File: src/include/commit_defines.svh
`ifndef COMMIT_DEFINES_SVH
`define COMMIT_DEFINES_SVH

// ~~~~~~~~~~~~~~~~~~~~~~~~~~~~~~~~~~~~~~~~~~~~~~~~~~~~~~~~~~~~~~~~~~~~~~~~~
// Register file and address widths
// ~~~~~~~~~~~~~~~~~~~~~~~~~~~~~~~~~~~~~~~~~~~~~~~~~~~~~~~~~~~~~~~~~~~~~~~~~
`define ARF_W       5               // Architectural register index.
`define PRF_W       7               // Physical register index.
`define PRF_N       128
`define ADDR_W      32
`define EXC_CODE_W  20

`define TRUE        1'b1
`define FALSE       1'b0

// ~~~~~~~~~~~~~~~~~~~~~~~~~~~~~~~~~~~~~~~~~~~~~~~~~~~~~~~~~~~~~~~~~~~~~~~~~
// Retire configuration
// ~~~~~~~~~~~~~~~~~~~~~~~~~~~~~~~~~~~~~~~~~~~~~~~~~~~~~~~~~~~~~~~~~~~~~~~~~
`define CQ_DEPTH    8               // Pairs, power of two.
`define EXC_VECTOR  32'hBFC00380    // General exception entry.

`endif

File: src/verilog/excPkg.sv
`include "commit_defines.svh"

package excPkg;

    // ~~~~~~~~~~~~~~~~~~~~~~~~~~~~~~~~~~~~~~~~~~~~~~~~~~~~~~~~~~~~~~~~~~~~~
    // Exception kinds raised by retiring micro-ops
    // ~~~~~~~~~~~~~~~~~~~~~~~~~~~~~~~~~~~~~~~~~~~~~~~~~~~~~~~~~~~~~~~~~~~~~
    typedef enum logic [2:0] {
        excNone,
        excSyscall,
        excBreak,
        excReserved,                    // Reserved instruction.
        excOverflow,
        excAddrLoad                     // Misaligned load address.
    } ExceptionType;

    // Exception view of the 32-bit payload word.
    typedef struct packed {
        ExceptionType               kind;
        logic [`EXC_CODE_W-1:0]     code;
        logic [8:0]                 pad;
    } ExcInfo;

endpackage

File: src/verilog/uopPkg.sv
`include "commit_defines.svh"

package uopPkg;

    // ~~~~~~~~~~~~~~~~~~~~~~~~~~~~~~~~~~~~~~~~~~~~~~~~~~~~~~~~~~~~~~~~~~~~~
    // Micro-op classification
    // ~~~~~~~~~~~~~~~~~~~~~~~~~~~~~~~~~~~~~~~~~~~~~~~~~~~~~~~~~~~~~~~~~~~~~
    typedef enum logic [1:0] {
        typeNormal,                     // Not a control transfer.
        typeBranch,
        typeJump,
        typeJumpReg
    } BranchType;

    typedef enum logic [1:0] {
        uopAlu,
        uopMem,
        uopBranch,
        uopBubble                       // Empty slot.
    } UopKind;

    // Resolved branch target, or exception info when causeExc is set.
    typedef union packed {
        logic [`ADDR_W-1:0]         branchAddr;
        excPkg::ExcInfo             exc;
    } UopPayload;

    typedef struct packed {
        logic                       valid;
        UopKind                     kind;
        logic [`ADDR_W-1:0]         pc;
        BranchType                  branchType;
        logic                       branchTaken;
        logic                       predTaken;
        logic [`ADDR_W-1:0]         predAddr;
        logic                       causeExc;
        UopPayload                  payload;
        logic                       dstwe;
        logic [`ARF_W-1:0]          dstLAddr;
        logic [`PRF_W-1:0]          dstPAddr;
        logic [`PRF_W-1:0]          dstPStale;      // Previous mapping of dstLAddr.
    } RetiredUop;

endpackage

File: src/verilog/completionQueue.sv
`timescale 1ns/1ns
`include "commit_defines.svh"

module completionQueue (
    input  logic                clk,
    input  logic                rst,

    input  logic                pushValid,
    input  uopPkg::RetiredUop   pushUop0,
    input  uopPkg::RetiredUop   pushUop1,

    input  logic                pop,
    input  logic                flush,

    output logic                queueFull,
    output logic                headValid,
    output uopPkg::RetiredUop   headUop0,
    output uopPkg::RetiredUop   headUop1
);

    import uopPkg::*;

    localparam int PTR_W = $clog2(`CQ_DEPTH);
    localparam int CNT_W = PTR_W + 1;

    RetiredUop          slot0Mem [`CQ_DEPTH];
    RetiredUop          slot1Mem [`CQ_DEPTH];

    logic [PTR_W-1:0]   headPtr;
    logic [PTR_W-1:0]   tailPtr;
    logic [CNT_W-1:0]   count;
    logic               doPush;
    logic               doPop;

    assign queueFull = count == CNT_W'(`CQ_DEPTH);
    assign headValid = count != '0;

    assign doPush = pushValid && !queueFull;        // Push into a full queue is lost.
    assign doPop  = pop && headValid;

    assign headUop0 = slot0Mem[headPtr];
    assign headUop1 = slot1Mem[headPtr];

    // ~~~~~~~~~~~~~~~~~~~~~~~~~~~~~~~~~~~~~~~~~~~~~~~~~~~~~~~~~~~~~~~~~~~~~
    // Pair storage
    // ~~~~~~~~~~~~~~~~~~~~~~~~~~~~~~~~~~~~~~~~~~~~~~~~~~~~~~~~~~~~~~~~~~~~~
    always_ff @(posedge clk) begin
        if (doPush) begin
            slot0Mem[tailPtr] <= pushUop0;
            slot1Mem[tailPtr] <= pushUop1;
        end
    end

    // ~~~~~~~~~~~~~~~~~~~~~~~~~~~~~~~~~~~~~~~~~~~~~~~~~~~~~~~~~~~~~~~~~~~~~
    // Pointers and occupancy
    // ~~~~~~~~~~~~~~~~~~~~~~~~~~~~~~~~~~~~~~~~~~~~~~~~~~~~~~~~~~~~~~~~~~~~~
    always_ff @(posedge clk) begin
        if (rst || flush) begin
            headPtr <= '0;                          // Flush drops everything queued.
            tailPtr <= '0;
            count   <= '0;
        end else begin
            if (doPush) begin
                tailPtr <= tailPtr + 1'b1;          // Wraps at CQ_DEPTH.
            end
            if (doPop) begin
                headPtr <= headPtr + 1'b1;
            end
            case ({doPush, doPop})
                2'b10:   count <= count + 1'b1;
                2'b01:   count <= count - 1'b1;
                default: count <= count;
            endcase
        end
    end

endmodule

File: src/verilog/commitStage.sv
`timescale 1ns/1ns
`include "commit_defines.svh"

module commitStage (
    input  logic                    clk,
    input  logic                    rst,

    input  logic                    headValid,
    input  uopPkg::RetiredUop       headUop0,
    input  uopPkg::RetiredUop       headUop1,
    output logic                    pop,

    output logic                    commitValid0,
    output logic                    commitValid1,
    output logic                    wrRegCommit0,
    output logic                    wrRegCommit1,
    output logic [`ARF_W-1:0]       committedArf0,
    output logic [`ARF_W-1:0]       committedArf1,
    output logic [`PRF_W-1:0]       committedPrf0,
    output logic [`PRF_W-1:0]       committedPrf1,
    output logic [`PRF_W-1:0]       stalePrf0,
    output logic [`PRF_W-1:0]       stalePrf1,

    output logic                    flush,
    output logic                    redirect,
    output logic [`ADDR_W-1:0]      redirectPc,

    output logic                    excValid,
    output excPkg::ExceptionType    excKind,
    output logic [`EXC_CODE_W-1:0]  excCode
);

    import uopPkg::*;

    logic                   isBranch0;
    logic                   takePredFail;
    logic                   addrPredFail;
    logic                   predFailNow;
    logic [`ADDR_W-1:0]     target;
    logic                   exc0;
    logic                   exc1;

    logic                   predFailed;
    logic                   waitDs;
    logic                   lastWaitDs;
    logic [`ADDR_W-1:0]     branchTarget;

    assign pop = headValid && !flush;               // No stall, retire whenever valid.

    // ~~~~~~~~~~~~~~~~~~~~~~~~~~~~~~~~~~~~~~~~~~~~~~~~~~~~~~~~~~~~~~~~~~~~~
    // Branch resolution, slot 0 only
    // ~~~~~~~~~~~~~~~~~~~~~~~~~~~~~~~~~~~~~~~~~~~~~~~~~~~~~~~~~~~~~~~~~~~~~
    assign isBranch0    = headUop0.valid && headUop0.branchType != typeNormal;
    assign takePredFail = isBranch0 && headUop0.branchTaken != headUop0.predTaken;
    assign addrPredFail = isBranch0 && !takePredFail && headUop0.branchTaken
                          && headUop0.payload.branchAddr != headUop0.predAddr;

    // A branch sitting in the delay slot of a pending wait is not resolved here.
    assign predFailNow  = pop && (takePredFail || addrPredFail) && !waitDs;

    assign target = headUop0.branchTaken ? headUop0.payload.branchAddr
                                         : headUop0.pc + `ADDR_W'(8);

    assign exc0 = headUop0.valid && headUop0.causeExc;
    assign exc1 = headUop1.valid && headUop1.causeExc;

    always_ff @(posedge clk) begin
        if (rst) begin
            predFailed   <= `FALSE;
            waitDs       <= `FALSE;
            lastWaitDs   <= `FALSE;
            excValid     <= `FALSE;
            commitValid0 <= `FALSE;
            commitValid1 <= `FALSE;
            wrRegCommit0 <= `FALSE;
            wrRegCommit1 <= `FALSE;
        end else begin
            predFailed   <= predFailNow;
            waitDs       <= predFailNow && headUop1.kind == uopBubble;  // Delay slot not here yet.
            lastWaitDs   <= waitDs && !flush;
            excValid     <= pop && (exc0 || exc1);
            commitValid0 <= pop && headUop0.valid;
            commitValid1 <= pop && headUop1.valid;
            wrRegCommit0 <= pop && headUop0.valid && headUop0.dstwe;
            wrRegCommit1 <= pop && headUop1.valid && headUop1.dstwe;
        end
    end

    always_ff @(posedge clk) begin
        if (predFailNow) begin
            branchTarget <= target;                 // Held across the delay-slot wait.
        end
        excKind       <= exc1 ? headUop1.payload.exc.kind : headUop0.payload.exc.kind;
        excCode       <= exc1 ? headUop1.payload.exc.code : headUop0.payload.exc.code;
        committedArf0 <= headUop0.dstLAddr;
        committedArf1 <= headUop1.dstLAddr;
        committedPrf0 <= headUop0.dstPAddr;
        committedPrf1 <= headUop1.dstPAddr;
        stalePrf0     <= headUop0.dstPStale;
        stalePrf1     <= headUop1.dstPStale;
    end

    // ~~~~~~~~~~~~~~~~~~~~~~~~~~~~~~~~~~~~~~~~~~~~~~~~~~~~~~~~~~~~~~~~~~~~~
    // Flush and redirect, exception first
    // ~~~~~~~~~~~~~~~~~~~~~~~~~~~~~~~~~~~~~~~~~~~~~~~~~~~~~~~~~~~~~~~~~~~~~
    always_comb begin
        if (excValid) begin
            redirect   = `TRUE;
            redirectPc = `EXC_VECTOR;
        end else if ((predFailed && !waitDs) || lastWaitDs) begin
            redirect   = `TRUE;
            redirectPc = branchTarget;
        end else begin
            redirect   = `FALSE;
            redirectPc = '0;
        end
    end

    assign flush = redirect;

endmodule

File: src/verilog/committedMapTable.sv
`timescale 1ns/1ns
`include "commit_defines.svh"

module committedMapTable (
    input  logic                clk,
    input  logic                rst,

    input  logic                commitValid0,
    input  logic                commitValid1,
    input  logic                wrRegCommit0,
    input  logic                wrRegCommit1,
    input  logic [`ARF_W-1:0]   committedArf0,
    input  logic [`ARF_W-1:0]   committedArf1,
    input  logic [`PRF_W-1:0]   committedPrf0,
    input  logic [`PRF_W-1:0]   committedPrf1,
    input  logic [`PRF_W-1:0]   stalePrf0,
    input  logic [`PRF_W-1:0]   stalePrf1,

    input  logic [`ARF_W-1:0]   lookupArf,
    output logic [`PRF_W-1:0]   lookupPrf,

    output logic                freeValid0,
    output logic                freeValid1,
    output logic [`PRF_W-1:0]   freePrf0,
    output logic [`PRF_W-1:0]   freePrf1
);

    localparam int ARF_N = 1 << `ARF_W;

    logic [`PRF_W-1:0]  mapTable [ARF_N];
    logic               write0;
    logic               write1;

    assign write0 = commitValid0 && wrRegCommit0;
    assign write1 = commitValid1 && wrRegCommit1;

    assign lookupPrf = mapTable[lookupArf];

    always_ff @(posedge clk) begin
        if (rst) begin
            for (int i = 0; i < ARF_N; i++) begin
                mapTable[i] <= `PRF_W'(i % `PRF_N);    // Identity map out of reset.
            end
            freeValid0 <= `FALSE;
            freeValid1 <= `FALSE;
        end else begin
            if (write0) begin
                mapTable[committedArf0] <= committedPrf0;
            end
            if (write1) begin
                mapTable[committedArf1] <= committedPrf1;   // Younger slot wins on same ARF.
            end
            freeValid0 <= write0;
            freeValid1 <= write1;
        end
    end

    always_ff @(posedge clk) begin
        freePrf0 <= stalePrf0;
        freePrf1 <= stalePrf1;
    end

endmodule

File: src/verilog/commitTop.sv
`timescale 1ns/1ns
`include "commit_defines.svh"

module commitTop (
    input  logic                    clk,
    input  logic                    rst,

    input  logic                    pushValid,
    input  uopPkg::RetiredUop       pushUop0,
    input  uopPkg::RetiredUop       pushUop1,
    output logic                    queueFull,

    output logic                    flush,
    output logic                    redirect,
    output logic [`ADDR_W-1:0]      redirectPc,

    output logic                    excValid,
    output excPkg::ExceptionType    excKind,
    output logic [`EXC_CODE_W-1:0]  excCode,

    output logic                    commitValid0,
    output logic                    commitValid1,
    output logic                    wrRegCommit0,
    output logic                    wrRegCommit1,
    output logic [`ARF_W-1:0]       committedArf0,
    output logic [`ARF_W-1:0]       committedArf1,
    output logic [`PRF_W-1:0]       committedPrf0,
    output logic [`PRF_W-1:0]       committedPrf1,

    output logic                    freeValid0,
    output logic                    freeValid1,
    output logic [`PRF_W-1:0]       freePrf0,
    output logic [`PRF_W-1:0]       freePrf1,

    input  logic [`ARF_W-1:0]       lookupArf,
    output logic [`PRF_W-1:0]       lookupPrf
);

    import uopPkg::*;

    logic               headValid;
    RetiredUop          headUop0;
    RetiredUop          headUop1;
    logic               pop;
    logic [`PRF_W-1:0]  stalePrf0;
    logic [`PRF_W-1:0]  stalePrf1;

    completionQueue completionQueue_i (
        .clk        (clk),
        .rst        (rst),
        .pushValid  (pushValid),
        .pushUop0   (pushUop0),
        .pushUop1   (pushUop1),
        .pop        (pop),
        .flush      (flush),
        .queueFull  (queueFull),
        .headValid  (headValid),
        .headUop0   (headUop0),
        .headUop1   (headUop1)
    );

    commitStage commitStage_i (
        .clk            (clk),
        .rst            (rst),
        .headValid      (headValid),
        .headUop0       (headUop0),
        .headUop1       (headUop1),
        .pop            (pop),
        .commitValid0   (commitValid0),
        .commitValid1   (commitValid1),
        .wrRegCommit0   (wrRegCommit0),
        .wrRegCommit1   (wrRegCommit1),
        .committedArf0  (committedArf0),
        .committedArf1  (committedArf1),
        .committedPrf0  (committedPrf0),
        .committedPrf1  (committedPrf1),
        .stalePrf0      (stalePrf0),
        .stalePrf1      (stalePrf1),
        .flush          (flush),
        .redirect       (redirect),
        .redirectPc     (redirectPc),
        .excValid       (excValid),
        .excKind        (excKind),
        .excCode        (excCode)
    );

    committedMapTable committedMapTable_i (
        .clk            (clk),
        .rst            (rst),
        .commitValid0   (commitValid0),
        .commitValid1   (commitValid1),
        .wrRegCommit0   (wrRegCommit0),
        .wrRegCommit1   (wrRegCommit1),
        .committedArf0  (committedArf0),
        .committedArf1  (committedArf1),
        .committedPrf0  (committedPrf0),
        .committedPrf1  (committedPrf1),
        .stalePrf0      (stalePrf0),
        .stalePrf1      (stalePrf1),
        .lookupArf      (lookupArf),
        .lookupPrf      (lookupPrf),
        .freeValid0     (freeValid0),
        .freeValid1     (freeValid1),
        .freePrf0       (freePrf0),
        .freePrf1       (freePrf1)
    );

endmodule

File: config.mk
export PLATFORM = sky130hd
export DESIGN_NAME = commitTop
export DESIGN_NICKNAME = d
export VERILOG_FILES = /design/src/verilog/excPkg.sv /design/src/verilog/uopPkg.sv /design/src/verilog/completionQueue.sv /design/src/verilog/commitStage.sv /design/src/verilog/committedMapTable.sv /design/src/verilog/commitTop.sv
export VERILOG_INCLUDE_DIRS = /design/src /design/src/include
export SDC_FILE = /design/constraint.sdc
export NUM_CORES = 2
export LEC_CHECK = 0
export ABC_CLOCK_PERIOD_IN_PS = 14200
export CAP_MARGIN = 20
export CORE_MARGIN = 3
export CORE_UTILIZATION = 25
export DETAILED_ROUTE_END_ITERATION = 8
export DONT_BUFFER_PORTS = 1
export GPL_TIMING_DRIVEN = 0
export PLACE_DENSITY = 0.36
export SLEW_MARGIN = 5
export SYNTH_ARGS = -nofsm -noshare
export SYNTH_HDL_FRONTEND = slang
export SYNTH_SLANG_ARGS = --single-unit
export TNS_END_PERCENT = 10
File: constraint.sdc
create_clock -name clk -period 14.2 [get_ports clk]
set_input_delay 2.84 -clock clk [delete_from_list [all_inputs] [get_ports clk]]
set_output_delay 2.84 -clock clk [all_outputs]
set_load 0.02 [all_outputs]
==> key figures <==
Synthesis
  – Seq/Total Area, Yosys: roughly three quarters
  – Share of flip-flops with an asynchronous set or reset: 0%
  – Syn nets: around 3800
  – Post-synth EDFFs: 1608
  – Post-synthesis mux area share: 14.96%
  – Netlist cell types: 70
  – Post-Syn Area: just under 70000 sq um
  – Area contributors post-synth: edfxtp_1 71%, mux4_2 12%, dfxtp_1 2.9%, mux2i_1 1.6%, nand2_1 1.4%
  – Area share of the largest cell type after synthesis: a little under three quarters
  – Area share of xor/xnor cells in the synthesized design: 1.585%
  – Yosys reg bits: around 1700
  – Most frequent cell after synthesis: edfxtp_1
  – Post-Syn Instances: 3529
  – Post-synth top cells: 1608 x edfxtp_1, 377 x mux4_2, 256 x nand2_1
  – Compound-gate portion of the synthesized area: between 3 and 4%
  – Post-synthesis adder-cell area fraction: 0.1399%
  – Post-Synth Simple-Gate Area: roughly 4.3%
  – Syn Area/Cell: about 19 sq um
  – Ys flop type: edfxtp_1
  – Synth warn: 0
  – Cell accounting for the most synthesized area: edfxtp_1
  – Largest family of logic cells by synthesized area: multiplexers

STA
  – Clock Skews: 0.08205 ns
  – Slew @ Worst Pin: approximately 1.1 ns
  – Slew Limit Fails: 0
  – Final WS setup: between 5 and 6 ns
  – Max Fclk: 116.1 MHz
  – Final Hold Slack: between 0.3 and 0.4 ns
  – Final period util: between 60% and 70%
  – Final Hold Violating Endpoints: 0
  – Unrepaired setup endpoints after global routing: no
  – Count of final setup violators: 0
  – Period minus WS final: between 8 and 9 ns
  – Slew HR: a little under a quarter

Cells and area
  – Layout cells sized above 1: around a quarter
  – Design area: roughly 81000 sq um
  – FILL cells: around 26000
  – Layout area overhead: 19.84%
  – Post-route core utilization: 30.25%
  – Nets: 4135

Floorplanning
  – Initial Utilization: 25.24%
  – Die Area: 278200 sq um
  – CORE AREA: roughly 270000 sq um
  – Site Rows: 190
  – Die W: around 530 um
  – Total I/O pin count: ~370
  – Die H: roughly 530 um

GRT
  – Global-route wire length before repair: between 300 and 400 mm
  – GRT Util Overall: approximately 17%
  – Largest net degree at the start of global routing: 22
  – Initial antenna violation count: 10
  – Vias in the first global route: between 30000 and 40000
  – Total grt overflow: 0

Power and ir drop
  – Leak Pwr: 25.67 nW
  – Int Pwr: 10.35 mW
  – Peak supply drop: 107.5 uV
  – Power share of the combinational group: 23.7%
  – P_sw: 4.838 mW
  – Power per standard cell area: ~190 nW/um^2
  – Sw Ratio: between 30% and 40%
  – Reg power frac: between 40% and 50%
  – Clock power frac: between 30% and 40%
  – Total Power: about 15 mW

Setup path
  – CP required: between 10 and 15 ns
  – Critical path endpoint category: output pin
  – WP buf/inv: 3
  – CP most frequent cell: mux4_2
  – Largest fanout on the critical path: 10
  – Worst path cell trace: clkbuf_1 -> buf_1 -> buf_6 -> mux4_2 -> mux4_2 -> mux2_2
  – Critical Path AT: between 5 and 6 ns
  – Worst-path cell with the longest stage delay: clkbuf_1
  – Top delay family on crit path: multiplexers
  – CP startpoint kind: primary input
  – Slowest stage delay, CP: between 0.6 and 0.7 ns
  – CP Class: in2out

Clock network
  – CTS Buf Count: 208
  – Worst-case clock buffer depth: 4
  – Post-CTS Resized: 0
  – Clock Pin Slew Worst Setup and Hold Paths: 0.05 ns
  – H-tree depth: 4
  – Clk Latency, worst-skew pair: 0.87 ns
  – # hold bufs at CTS: 0
  – CTS Root Cell: clkbuf_16
  – CTS Sinks: roughly 1700
  – Post-CTS Setup Inserts: 0
  – TritonCTS clock tree: yes

Routing
  – DRC Markers: 0
  – Post-DRT Antenna Nets: 0
  – Total Wirelength: 235.8 mm
  – DR WL/cell: about 31 um
  – Detailed Routing Iterations Pass 1: 7
  – Drt via density: ~4.6
  – DR iter-0 viols: 2764
  – Vias post-DR: ~35000

Placement
  – Pre-CTS setup slack: about 5.3 ns
  – Hpwl dp: around 170 mm
  – Port Buf Inserts: 0
  – Placer's final routability congestion estimate: roughly 0.8
  – Post-DP Area: roughly 75000 sq um

Hold path
  – Hold crit path type: reg2reg

Job
  – Max Cap Viol: 0

Run status
  – Outcome: complete, no violations
## path summary, 6_finish.rpt
kind	slack [ns]	start	cells after the start	endpoint
setup / recovery	5.58	lookupArf[0]	6	lookupPrf[2]
hold reg to reg	0.33	commitStage_i.stalePrf0[6]	0	committedMapTable_i.freePrf0[6]
hold / removal	0.33	commitStage_i.stalePrf0[6]	0	committedMapTable_i.freePrf0[6]
setup reg to reg	8.13	register	12	commitStage_i.branchTarget[2]
## sequential cells by signal, indices dropped and copies added (netlist names), 7 cells and up, named ones only
name                          flops
commitStage_i.branchTarget       32
commitStage_i.stalePrf1           7
commitStage_i.committedPrf1       7
commitStage_i.stalePrf0           7
completionQueue_i.slot0Mem      976
committedMapTable_i.mapTable    224
committedMapTable_i.freePrf1      7
committedMapTable_i.freePrf0      7
commitStage_i.excCode            20
completionQueue_i.slot1Mem      376
commitStage_i.committedPrf0       7
## cell usage in the layout, fill, tap and decap left out, drive strengths merged, types with 29 or more instances in the layout
master	n
a21oi	29
or3	39
a22o	97
buf	239
clkbuf	363
clkinv	71
o21ai	40
mux2i	112
nor2	171
o22ai	36
xnor2	56
xor2	67
edfxtp	1608
a22oi	81
nor3	58
nand2	258
dfxtp	98
mux4	392
## metal layers
layer	global-route usage (%)	vias up	wire length, um
met5	0	-	0
met4	3.522	0	4715
met3	5.053	310	17170
met2	29.36	913	119700
met1	20.29	18780	94230
li1	-	15100	-
## layout make-up
type / count / area (sq um) / share of cell area (%)
Sequential cell: 1706 / 50250 / 61.68
Multi-Input combinational cell: 1608 / 16760 / 20.58
Clock buffer: 277 / 5584 / 6.854
Tap cell: 3552 / 4444 / 5.455
Timing Repair Buffer: 133 / 2333 / 2.864
Buffer: 192 / 1020 / 1.252
Clock inverter: 93 / 975.9 / 1.198
Inverter: 23 / 86.33 / 0.1060
Antenna cell: 5 / 12.51 / 0.01536
## power groups by stage
stage	Combinational, mW	Clock [mW]	Sequential (mW)
2_1_floorplan	2.03	0	6.42
3_3_place_gp	3.51	0	6.72
3_5_place_dp	3.73	0	6.51
4_1_cts	3.74	5.35	6.41
5_1_grt	3.85	5.57	6.44
6_report	3.60	5.18	6.40
## cell families after synthesis
family	Yosys count
mux	518
fa+ha+maj	7
flops	1706
buf+inv	215
xor+xnor	123
simple gates	638
compound gates	322
## stage by stage
step	TNS [ns]	instances
after global routing	0	7586
after CTS	0	7580
after detailed placement	0	7210
after global placement	-	7081
after floorplan	-206.26	3529
final	0	7589
Power figures use the tool's default switching activity.
